<file path="src/common/rv32m_pkg.sv">
`default_nettype none

package rv32m_pkg;

  // datapath width, one RV32 word
  localparam int XLEN = 32;

  // completion buffer depth, tag indexes one entry
  localparam int CB_ENTRIES = 8;
  localparam int TAG_W = $clog2(CB_ENTRIES);  // 3 bits for 8 entries

  // one quotient bit per step, so a full word takes XLEN steps
  localparam int DIV_STEPS = XLEN;

  typedef logic [XLEN-1:0]  word_t;
  typedef logic [TAG_W-1:0] cb_tag_t;

  // M-extension ops, funct3 order
  // bit 2 clear is the multiply class, set is the divide class
  typedef enum logic [2:0] {
    MUL    = 3'b000,  // low word, sign does not matter
    MULH   = 3'b001,  // high word, signed x signed
    MULHSU = 3'b010,  // high word, signed x unsigned
    MULHU  = 3'b011,  // high word, unsigned x unsigned
    DIV    = 3'b100,  // signed quotient
    DIVU   = 3'b101,  // unsigned quotient
    REM    = 3'b110,  // signed remainder
    REMU   = 3'b111   // unsigned remainder
  } muldiv_op_t;

  // shared by the divider core and the divide wrapper
  typedef enum logic [1:0] {
    IDLE = 2'b00,  // waiting for start
    CALC = 2'b01,  // iterating
    HOLD = 2'b10   // result ready
  } div_state_t;

endpackage

`default_nettype wire

</file>
<file path="src/multiply/multiply_unit.sv">
`timescale 1ns/100ps
`default_nettype none

module multiply_unit (
  input  logic               CLK,
  input  logic               nRST,
  input  logic               start,
  input  rv32m_pkg::muldiv_op_t op,
  input  rv32m_pkg::word_t   rs1_data,
  input  rv32m_pkg::word_t   rs2_data,
  input  rv32m_pkg::cb_tag_t tag,
  output logic               req,
  output rv32m_pkg::cb_tag_t res_tag,
  output rv32m_pkg::word_t   res_data
);

  import rv32m_pkg::*;

  logic            rs1_signed, rs2_signed;  // operand treatment per op

  // stage one, extended operands
  logic            valid_s1;
  muldiv_op_t      op_s1;
  cb_tag_t         tag_s1;
  logic [XLEN:0]   a_s1, b_s1;  // 33 bits, msb is the extension

  // stage two, full product
  logic            valid_s2;
  muldiv_op_t      op_s2;
  cb_tag_t         tag_s2;
  logic [2*XLEN+1:0] prod_s2;   // 33 x 33 gives 66 bits

  // which operands are read as two's complement
  always_comb begin
    case (op)
      MUL:     begin rs1_signed = 1'b1; rs2_signed = 1'b1; end  // low word same either way
      MULH:    begin rs1_signed = 1'b1; rs2_signed = 1'b1; end
      MULHSU:  begin rs1_signed = 1'b1; rs2_signed = 1'b0; end
      default: begin rs1_signed = 1'b0; rs2_signed = 1'b0; end  // MULHU
    endcase
  end

  // valid bits walk the pipe, never stall
  always_ff @(posedge CLK, negedge nRST) begin
    if (!nRST) begin
      valid_s1 <= 1'b0;
      valid_s2 <= 1'b0;
    end else begin
      valid_s1 <= start;
      valid_s2 <= valid_s1;
    end
  end

  // payload only moves with a valid op
  always_ff @(posedge CLK) begin
    if (start) begin
      op_s1  <= op;
      tag_s1 <= tag;
      a_s1   <= {rs1_signed & rs1_data[XLEN-1], rs1_data};
      b_s1   <= {rs2_signed & rs2_data[XLEN-1], rs2_data};
    end
    if (valid_s1) begin
      op_s2   <= op_s1;
      tag_s2  <= tag_s1;
      prod_s2 <= $signed(a_s1) * $signed(b_s1);  // one signed multiply covers all four ops
    end
  end

  assign req     = valid_s2;
  assign res_tag = tag_s2;
  // low word for MUL, high word otherwise
  assign res_data = (op_s2 == MUL) ? prod_s2[XLEN-1:0] : prod_s2[2*XLEN-1:XLEN];

endmodule

`default_nettype wire

</file>
<file path="src/divide/divider.sv">
`timescale 1ns/100ps
`default_nettype none

module divider (
  input  logic             CLK,
  input  logic             nRST,
  input  logic             start,
  input  rv32m_pkg::word_t dividend,
  input  rv32m_pkg::word_t divisor,
  output logic             done,
  output rv32m_pkg::word_t quotient,
  output rv32m_pkg::word_t remainder
);

  import rv32m_pkg::*;

  div_state_t state, next_state;
  logic [$clog2(DIV_STEPS)-1:0] count;  // step index, 0 .. DIV_STEPS-1
  logic       last_step;

  word_t      quo_q;   // dividend shifts out the top, quotient bits shift in
  word_t      rem_q;   // partial remainder, always below the divisor
  word_t      dvsr_q;  // divisor held for the whole run

  logic [XLEN:0]   shifted;  // partial remainder with next dividend bit
  logic [XLEN+1:0] diff;     // trial subtract, msb is the borrow
  logic            fits;     // divisor goes in, quotient bit is one

  // trial subtract for the current step
  always_comb begin
    shifted = {rem_q, quo_q[XLEN-1]};
    diff    = {1'b0, shifted} - {2'b00, dvsr_q};
    fits    = ~diff[XLEN+1];
  end

  assign last_step = (count == $bits(count)'(DIV_STEPS - 1));

  always_comb begin
    next_state = state;
    case (state)
      IDLE:    if (start) next_state = CALC;
      CALC:    if (last_step) next_state = HOLD;
      HOLD:    next_state = IDLE;  // done lasts one cycle
      default: next_state = IDLE;
    endcase
  end

  always_ff @(posedge CLK, negedge nRST) begin
    if (!nRST) begin
      state <= IDLE;
      count <= '0;
    end else begin
      state <= next_state;
      if (state == IDLE) count <= '0;
      else if (state == CALC) count <= count + 1'b1;
    end
  end

  // datapath, load on start then one bit per CALC cycle
  always_ff @(posedge CLK) begin
    if (state == IDLE && start) begin
      quo_q  <= dividend;
      rem_q  <= '0;
      dvsr_q <= divisor;
    end else if (state == CALC) begin
      quo_q <= {quo_q[XLEN-2:0], fits};
      if (fits) rem_q <= diff[XLEN-1:0];  // keep the difference
      else rem_q <= shifted[XLEN-1:0];    // restore
    end
  end

  assign done      = (state == HOLD);
  assign quotient  = quo_q;
  assign remainder = rem_q;

endmodule

`default_nettype wire

</file>
<file path="src/divide/divide_unit.sv">
`timescale 1ns/100ps
`default_nettype none

module divide_unit (
  input  logic               CLK,
  input  logic               nRST,
  input  logic               start,
  input  rv32m_pkg::muldiv_op_t op,
  input  rv32m_pkg::word_t   rs1_data,
  input  rv32m_pkg::word_t   rs2_data,
  input  rv32m_pkg::cb_tag_t tag,
  input  logic               gnt,
  output logic               busy,
  output logic               req,
  output rv32m_pkg::cb_tag_t res_tag,
  output rv32m_pkg::word_t   res_data
);

  import rv32m_pkg::*;

  div_state_t state;
  logic       accept;      // start taken in IDLE
  logic       is_signed, is_rem;
  logic       div_zero, overflow, special;
  word_t      special_val;  // architectural result for the bypass cases
  word_t      rs1_abs, rs2_abs;
  logic       core_start, core_done;
  word_t      core_quo, core_rem;
  word_t      quo_fix, rem_fix;

  muldiv_op_t op_q;
  cb_tag_t    tag_q;
  logic       quo_neg_q;   // operand signs differ
  logic       rem_neg_q;   // dividend was negative
  word_t      res_q;

  assign accept = start && (state == IDLE);

  // decode and special cases on the raw issue operands
  always_comb begin
    is_signed = (op == DIV) || (op == REM);
    is_rem    = (op == REM) || (op == REMU);
    div_zero  = (rs2_data == '0);
    overflow  = is_signed && (rs1_data == {1'b1, {(XLEN-1){1'b0}}}) && (rs2_data == '1);
    special   = div_zero || overflow;
    if (div_zero) special_val = is_rem ? rs1_data : '1;  // rem = dividend, quo = all ones
    else special_val = is_rem ? '0 : {1'b1, {(XLEN-1){1'b0}}};  // overflow case
    rs1_abs = (is_signed && rs1_data[XLEN-1]) ? -rs1_data : rs1_data;
    rs2_abs = (is_signed && rs2_data[XLEN-1]) ? -rs2_data : rs2_data;
  end

  assign core_start = accept && !special;

  divider u_divider (
    .CLK       (CLK),
    .nRST      (nRST),
    .start     (core_start),
    .dividend  (rs1_abs),
    .divisor   (rs2_abs),
    .done      (core_done),
    .quotient  (core_quo),
    .remainder (core_rem)
  );

  // sign fix on the magnitudes from the core
  assign quo_fix = quo_neg_q ? -core_quo : core_quo;
  assign rem_fix = rem_neg_q ? -core_rem : core_rem;

  always_ff @(posedge CLK, negedge nRST) begin
    if (!nRST) begin
      state <= IDLE;
    end else begin
      case (state)
        IDLE:    if (accept) state <= special ? HOLD : CALC;  // bypass goes straight to HOLD
        CALC:    if (core_done) state <= HOLD;
        HOLD:    if (gnt) state <= IDLE;  // result taken by the bus
        default: state <= IDLE;
      endcase
    end
  end

  always_ff @(posedge CLK) begin
    if (accept) begin
      op_q      <= op;
      tag_q     <= tag;
      quo_neg_q <= is_signed && (rs1_data[XLEN-1] ^ rs2_data[XLEN-1]);
      rem_neg_q <= is_signed && rs1_data[XLEN-1];
      if (special) res_q <= special_val;
    end else if (state == CALC && core_done) begin
      res_q <= ((op_q == REM) || (op_q == REMU)) ? rem_fix : quo_fix;
    end
  end

  assign busy     = (state != IDLE);
  assign req      = (state == HOLD);  // held until gnt
  assign res_tag  = tag_q;
  assign res_data = res_q;

endmodule

`default_nettype wire

</file>
<file path="src/design/wb_arbiter.sv">
`timescale 1ns/100ps
`default_nettype none

module wb_arbiter (
  input  logic               mul_req,
  input  rv32m_pkg::cb_tag_t mul_tag,
  input  rv32m_pkg::word_t   mul_data,
  input  logic               div_req,
  input  rv32m_pkg::cb_tag_t div_tag,
  input  rv32m_pkg::word_t   div_data,
  output logic               div_gnt,
  output logic               wb_valid,
  output rv32m_pkg::cb_tag_t wb_tag,
  output rv32m_pkg::word_t   wb_data
);

  // multiply cannot stall so it always wins
  // divide only gets the bus on a cycle without a multiply result
  always_comb begin
    div_gnt  = div_req && !mul_req;
    wb_valid = mul_req || div_req;
    if (mul_req) begin
      wb_tag  = mul_tag;
      wb_data = mul_data;
    end else begin
      wb_tag  = div_tag;   // don't care when div_req is low too
      wb_data = div_data;
    end
  end

endmodule

`default_nettype wire

</file>
<file path="src/design/muldiv_top.sv">
`timescale 1ns/100ps
`default_nettype none

module muldiv_top (
  input  logic               CLK,
  input  logic               nRST,
  input  logic               issue,
  input  rv32m_pkg::muldiv_op_t op,
  input  rv32m_pkg::word_t   rs1_data,
  input  rv32m_pkg::word_t   rs2_data,
  input  rv32m_pkg::cb_tag_t tag,
  output logic               div_busy,
  output logic               wb_valid,
  output rv32m_pkg::cb_tag_t wb_tag,
  output rv32m_pkg::word_t   wb_data
);

  import rv32m_pkg::*;

  logic    is_mul_op;
  logic    mul_start, div_start;
  logic    mul_req;
  cb_tag_t mul_tag;
  word_t   mul_data;
  logic    div_req, div_gnt;
  cb_tag_t div_tag;
  word_t   div_data;

  // op class decode, done once here
  assign is_mul_op = (op == MUL) || (op == MULH) || (op == MULHSU) || (op == MULHU);
  assign mul_start = issue && is_mul_op;
  assign div_start = issue && !is_mul_op;  // DIV .. REMU

  multiply_unit u_multiply_unit (
    .CLK      (CLK),
    .nRST     (nRST),
    .start    (mul_start),
    .op       (op),
    .rs1_data (rs1_data),
    .rs2_data (rs2_data),
    .tag      (tag),
    .req      (mul_req),
    .res_tag  (mul_tag),
    .res_data (mul_data)
  );

  divide_unit u_divide_unit (
    .CLK      (CLK),
    .nRST     (nRST),
    .start    (div_start),
    .op       (op),
    .rs1_data (rs1_data),
    .rs2_data (rs2_data),
    .tag      (tag),
    .gnt      (div_gnt),
    .busy     (div_busy),  // issuer holds off divides while high
    .req      (div_req),
    .res_tag  (div_tag),
    .res_data (div_data)
  );

  wb_arbiter u_wb_arbiter (
    .mul_req  (mul_req),
    .mul_tag  (mul_tag),
    .mul_data (mul_data),
    .div_req  (div_req),
    .div_tag  (div_tag),
    .div_data (div_data),
    .div_gnt  (div_gnt),
    .wb_valid (wb_valid),
    .wb_tag   (wb_tag),
    .wb_data  (wb_data)
  );

endmodule

`default_nettype wire

</file>
<file path="config.mk">
export PLATFORM = sky130hd
export DESIGN_NAME = muldiv_top
export DESIGN_NICKNAME = d
export VERILOG_FILES = /design/src/common/rv32m_pkg.sv /design/src/multiply/multiply_unit.sv /design/src/divide/divider.sv /design/src/divide/divide_unit.sv /design/src/design/wb_arbiter.sv /design/src/design/muldiv_top.sv
export SDC_FILE = /design/constraint.sdc
export NUM_CORES = 2
export LEC_CHECK = 0
export BUFFER_PORTS_ARGS = -buffer_cell sky130_fd_sc_hd__buf_2
export CAP_MARGIN = 20
export CORE_MARGIN = 10
export CORE_UTILIZATION = 55
export CTS_CLUSTER_DIAMETER = 40
export DETAILED_ROUTE_END_ITERATION = 10
export PLACE_DENSITY_LB_ADDON = 0.1
export SYNTH_ARGS = -nofsm -noshare
export SYNTH_HDL_FRONTEND = slang
export SYNTH_SLANG_ARGS = --single-unit
</file>
<file path="constraint.sdc">
create_clock -name CLK -period 9.9 [get_ports CLK]
set_clock_uncertainty 0.1 [all_clocks]
set_input_delay 0.495 -clock CLK [delete_from_list [all_inputs] [get_ports CLK]]
set_output_delay 0.495 -clock CLK [all_outputs]
set_load 0.01 [all_outputs]
</file>
# == Word level (Yosys, flattened, before mapping) ==
# Index checks and enable logic that the tools add are counted.
# classes
add_sub_neg,6
mul,1
n_eq_ne,21
mux,29
n_bitwise,4
n_reduce_logical,37
# ops
operator,n
32-bit two-way mux,16
32-bit negator,4
"32-bit equality test, second input constant",2
33-bit by 33-bit multiplier with 64-bit output,1
33-bit by 32-bit subtractor with 34-bit output,1
32-bit logical NOT,1
"3-bit equality test, second input constant",5
1-bit logical AND,12
2-bit two-way mux,6
5-bit two-way mux,2
1-bit logical OR,8
"2-bit inequality test, second input constant",4
2-bit nonzero test,4
"3-bit by 2-bit equality test with 1-bit output, second input constant",2
3-bit logical NOT,2
2-bit one-hot mux with 3 select lines,1
"5-bit by 1-bit adder with 5-bit output, second input constant",1
"5-bit equality test, second input constant",1
"2-bit by 1-bit equality test with 1-bit output, second input constant",2
"2-bit equality test, second input constant",2
2-bit logical NOT,2
"2-bit by 1-bit inequality test with 1-bit output, second input constant",2
2-bit one-hot mux with 2 select lines,1
2-bit AND reduction,2
other kinds (10),14
# totals
register_bits,289
out_inout_bits,37

# == Logic depth before layout (Yosys ltp) ==
# logic_depth
ltp_word,10
ltp_mapped,29

# == Cells and area by module ==
# From an unflattened synthesis, not the netlist that was laid out.
# unflattened
cells_unflattened,5637
hier_area_um2,54349.6
# modules_own_cells
module,n_inst,cells_each,area_per_inst_um2,seq_area_each_um2
multiply_unit,1,4356,43127.6,4314.1
divider,1,631,5804.3,2737.6
divide_unit,1,607,4818.4,1221.2
wb_arbiter,1,41,583.1,0.0
muldiv_top,1,2,16.3,0.0

# == Worst setup path after synthesis ==
# No wires, ideal clock.
# synth_path
path_type,reg2reg
start,register u_multiply_unit.a_s1[32]
end,"register u_multiply_unit.prod_s2[60], data pin"
arrival_time_ns,7.606
required_time_ns,9.526
setup_slack_ns,1.920
path_stages_with_launch,26
synth_period_minus_slack_ns,7.980
cell_sequence,edfxtp_1 clkbuf_1 nand2_1 inv_1 fa_1 fa_1 fa_1 inv_1 fa_1 inv_1 fa_1 fa_1 fa_1 fa_1 ha_1 clkbuf_1 a21oi_1 o21bai_1 a21oi_1 o21ai_0 a21o_1 a21oi_1 o21ai_1 a41oi_1 mux2i_1 o2111ai_1
# synth_via
elab_chain_cells,1
# synth_rtl
item,line_no,source
start: declaration,multiply_unit.sv:25,"logic [XLEN:0] a_s1, b_s1;"
start signal: assignment,multiply_unit.sv:59,"a_s1 <= {rs1_signed & rs1_data[XLEN-1], rs1_data};"
33-bit by 33-bit multiplier with 64-bit output,multiply_unit.sv:65,prod_s2 <= $signed(a_s1) * $signed(b_s1);
end signal: assignment,multiply_unit.sv:65,
end: declaration,multiply_unit.sv:31,logic [2*XLEN+1:0] prod_s2;
# Every way passes these cells.
# A chain may end at the register's enable or synchronous reset.

# == Worst setup path after layout ==
# layout_path
start,register u_multiply_unit.b_s1[1]
end,"register u_multiply_unit.prod_s2[62], data pin"
# layout_via
elab_chain_cells,1
# layout_rtl
item,line_no,source
start: declaration,multiply_unit.sv:25,
start signal: assignment,multiply_unit.sv:60,"b_s1 <= {rs2_signed & rs2_data[XLEN-1], rs2_data};"
33-bit by 33-bit multiplier with 64-bit output,multiply_unit.sv:65,
# Every way passes these cells.

==> metrics.txt <==
# TYPE chip_impl_metric gauge
chip_impl_metric{name="ff2ff_setup_slack",unit="ps"} 650
chip_impl_metric{name="worst_path_setup_slack_after_routing",unit="ps"} 645
chip_impl_metric{name="timing.max_cap.violations",unit=""} 0
chip_impl_metric{name="drt_iter0_drc",unit=""} 2686
chip_impl_metric{name="max_slew.worst_pin.slew",unit="ps"} 1180
chip_impl_metric{name="yosysWarnings",unit=""} 0
chip_impl_metric{name="crit_arrival",unit="ps"} 9430
chip_impl_metric{name="grt_max_degree",unit=""} 85
chip_impl_metric{name="cp_max_fo",unit=""} 33
chip_impl_metric{name="grt_pass1_vias",unit=""} 39795
chip_impl_info{name="ctsRootBufferMaster",value="clkbuf_16"} 1
chip_impl_metric{name="compound_gate_portion_of_the_synthesized_area",unit="%"} 6.76
chip_impl_metric{name="syn_to_final_growth",unit="%"} 5.91
chip_impl_metric{name="die_width",unit="microns"} 332
chip_impl_metric{name="post-route-min-period",unit="ps"} 9250
chip_impl_metric{name="initial_utilization",unit="%"} 55.4
chip_impl_info{name="min-delay-path-class",value="primary input to flop"} 1
chip_impl_info{name="critical-path-slowest-cell",value="edfxtp_1"} 1
chip_impl_info{name="worstSetupStartpointType",value="flop"} 1
chip_impl_metric{name="layout.core_utilization",unit="%"} 58.7
chip_impl_metric{name="yosys_register_bits",unit=""} 288
chip_impl_metric{name="post-dp-hpwl",unit="microns"} 118000
chip_impl_metric{name="syn-cell-area",unit="sq mm"} 0.0535
chip_impl_metric{name="wl_per_cell",unit="microns"} 20.7
chip_impl_metric{name="area_share_of_the_largest_cell_type_after_synthesis",unit="%"} 42.1
chip_impl_metric{name="portion_of_netlist_area_occupied_by_mux_cells",unit="%"} 0.867
chip_impl_metric{name="timing.final.setup_violations",unit=""} 0
chip_impl_metric{name="antenna_violations_before_repair",unit=""} 6
chip_impl_metric{name="max_freq",unit="MHz"} 108
chip_impl_metric{name="filler_cells",unit=""} 8537
chip_impl_metric{name="postSynth.asyncResetShare",unit="%"} 3.82
chip_impl_info{name="timing.critical_path.mode_cell",value="fa_1"} 1
chip_impl_info{name="ys_dominant_reg_cell",value="edfxtp_1"} 1
chip_impl_metric{name="synth_simple_gate_area_share",unit="%"} 15.4
chip_impl_info{name="run_status",value="finished, final reports clean"} 1
chip_impl_metric{name="worst_hold_slack",unit="ps"} 54.9
chip_impl_info{name="synth_top_family_by_area",value="adder cells"} 1
chip_impl_metric{name="avgViaCountPerCell",unit=""} 5.53
chip_impl_metric{name="synthXorXnorAreaFrac",unit="%"} 3.50
chip_impl_info{name="setup_crit_end_kind",value="flop"} 1
chip_impl_metric{name="finalNetCount",unit=""} 6999
chip_impl_metric{name="route.antenna.remaining_nets",unit=""} 0
chip_impl_metric{name="final-max-slew-violation-count",unit=""} 0
chip_impl_metric{name="report.final.hold_viol_count",unit=""} 0
chip_impl_metric{name="tritoncts.num_buffers",unit=""} 38
chip_impl_metric{name="ctsLongestPathBuffers",unit=""} 3
chip_impl_metric{name="cp_bufs_invs",unit=""} 2
chip_impl_metric{name="core_region_area",unit="sq mm"} 0.0966
chip_impl_metric{name="number_of_sinks_driven_by_the_clock_tree",unit=""} 288
chip_impl_info{name="worst-setup-path-type",value="flop to flop"} 1
chip_impl_metric{name="num_io_pins",unit=""} 110
chip_impl_metric{name="crit_required",unit="ps"} 10080
chip_impl_metric{name="place_ws",unit="ps"} 703
chip_impl_metric{name="slew-limit-headroom",unit="%"} 21.4
chip_impl_metric{name="synth-edff-count",unit=""} 245
chip_impl_metric{name="cts_htree_levels",unit=""} 2
chip_impl_info{name="unrepaired_setup_endpoints_after_global_routing",value="false"} 1
chip_impl_metric{name="gpl.final_weighted_congestion",unit=""} 0.923
chip_impl_metric{name="timing.setup.tns",unit="ps"} 0
chip_impl_metric{name="grt-ovfl-total",unit=""} 0
chip_impl_metric{name="layout-drive-gt1-share",unit="%"} 5.58
chip_impl_info{name="cts_tree",value="yes"} 1
chip_impl_metric{name="drt_wl_total",unit="microns"} 142000
chip_impl_info{name="timing.critical_path.cells",value="and2_1 -> fa_1 -> fa_1 -> fa_1 -> inv_1 -> fa_1 -> inv_1 -> fa_1 -> fa_1 -> fa_1 -> fa_1 -> ha_1 -> and3_1 -> nand2_1 -> nor4_1 -> a221oi_1 -> o21ai_0 -> a41oi_1 -> nor4_1 -> o22ai_1 -> xnor2_1"} 1
chip_impl_metric{name="postSynthNetCount",unit=""} 7031
chip_impl_metric{name="cts.reportedPaths.clkPinSlew",unit="ps"} 60
chip_impl_metric{name="adder_and_majority_cell_fraction_of_the_synthesized_area",unit="%"} 48.0
chip_impl_metric{name="buffer_ports.inserted",unit=""} 109
chip_impl_metric{name="syn_inst",unit=""} 5581
chip_impl_metric{name="detail_route.drc_violations",unit=""} 0
chip_impl_metric{name="detailedRoute.firstPassIterationCount",unit=""} 5
chip_impl_info{name="most_instantiated_cells_after_synthesis",value="inv_1, fa_1, nand2_1, and2_1, clkbuf_1"} 1
chip_impl_metric{name="dieHeight",unit="microns"} 332
chip_impl_info{name="yosys.cell_count.top_type",value="inv_1"} 1
chip_impl_metric{name="global_route.usage.total",unit="%"} 26.0
chip_impl_info{name="path_delay_family",value="adder cells"} 1
chip_impl_info{name="synth_top_cells_by_area",value="fa_1, edfxtp_1, inv_1"} 1
chip_impl_metric{name="synth-seq-area-share",unit="%"} 15.5
chip_impl_info{name="synth.largest_area_cell",value="fa_1"} 1
chip_impl_metric{name="post-route-period-util",unit="%"} 93.5
chip_impl_metric{name="max_stage_delay",unit="ps"} 1020
chip_impl_metric{name="fp.dieArea",unit="sq mm"} 0.110
chip_impl_metric{name="clock_latency",unit="ps"} 540
chip_impl_metric{name="core.rowCount",unit=""} 114
chip_impl_metric{name="synthesis.area_per_instance",unit="sq um"} 9.59
chip_impl_metric{name="synth_cell_type_count",unit=""} 80
chip_impl_metric{name="wire_length_of_the_first_global_routing_pass",unit="microns"} 228000
chip_impl_metric{name="route.vias.total",unit=""} 37948
## layout by cell type (no fill, tap or decap), types with 61 or more instances in the layout
cell and count:
inv_1 1145, fa_1 1126, nand2_1 671, and2_1 557
ha_1 251, edfxtp_1 245, nor2_1 165, a21oi_1 161
xnor2_1 126, buf_2 109, buf_4 99, xor2_1 88
o21ai_0 75, o21ai_1 62, o31ai_1 62, nand3_1 61
## registers in the layout, indices dropped and copies added, names as in the netlist, 2 cells and up
| register | flops |
|---|---|
| u_divide_unit.op_q | 2 |
| u_multiply_unit.b_s1 | 33 |
| u_divide_unit.u_divider.remainder | 32 |
| u_multiply_unit.a_s1 | 33 |
| u_multiply_unit.op_s1 | 3 |
| u_divide_unit.u_divider.dvsr_q | 32 |
| u_multiply_unit.op_s2 | 3 |
| u_divide_unit.state | 2 |
| u_divide_unit.res_tag | 3 |
| u_divide_unit.res_data | 32 |
| u_multiply_unit.prod_s2 | 64 |
| u_multiply_unit.tag_s1 | 3 |
| u_divide_unit.u_divider.count | 5 |
| u_divide_unit.u_divider.quotient | 32 |
| u_multiply_unit.res_tag | 3 |
| u_divide_unit.u_divider.state | 2 |
## final timing paths
path / startpoint / cells after the start / to
max: u_multiply_unit.b_s1[1] / 21 / u_multiply_unit.prod_s2[62]
min: tag[0] / 1 / u_multiply_unit.tag_s1[0]
max reg2reg: u_multiply_unit.b_s1[1] / 21 / u_multiply_unit.prod_s2[62]
min reg2reg: u_multiply_unit.tag_s1[2] / 0 / u_multiply_unit.res_tag[2]
max in group asynchronous: nRST / 2 / u_multiply_unit.valid_s1
min in group asynchronous: nRST / 2 / u_multiply_unit.req
## cells by family (layout without fill, tap and decap cells)
group / count (synthesis) / count (layout)
compound gates: 572 / 572
xor+xnor: 214 / 214
fa+ha+maj: 1377 / 1377
buf+inv: 1432 / 1428
flops: 288 / 288
mux: 46 / 46
other cells: 0 / 6
simple gates: 1652 / 1652
## cell type report
| class | count | area [sq um] | area share, % |
|---|---|---|---|
| multi-input combinational | 3861 | 39900 | 70.4 |
| antenna | 6 | 15.0 | 0.0265 |
| sequential | 288 | 8280 | 14.6 |
| tap | 1276 | 1600 | 2.82 |
| clock buffer | 49 | 1050 | 1.86 |
| timing repair buffer | 213 | 1390 | 2.44 |
| clock inverter | 19 | 173 | 0.305 |
| inverter | 1147 | 4310 | 7.59 |
## metrics by stage
stage / cell area (sq um) / cells
6_report: 56700 / 6859
5_1_grt: 56700 / 6855
4_1_cts: 56600 / 6849
3_5_place_dp: 55400 / 6780
3_3_place_gp: 55400 / 6780
2_1_floorplan: 53500 / 5581
## routing by layer
layer | vias to the layer above | global-route usage [%] | part of all wire, %
met4 | 0 | 5.41 | 2.4
li1 | 16959 | - | -
met3 | 181 | 2.22 | 5.2
met5 | - | 0 | 0
met2 | 1089 | 44.8 | 50
met1 | 19719 | 35.6 | 42
## repair_timing
item / CTS / global route
gates resized for setup: 0 / 0
setup endpoints to repair: 0 / 1
hold buffers: 1 / 0
hold endpoints to repair: 11 / 0
buffers inserted: 0 / 1
Power is left out: the tool's default activity adds up to more than one toggle a clock period on the data nets, which glitch-free logic cannot reach.
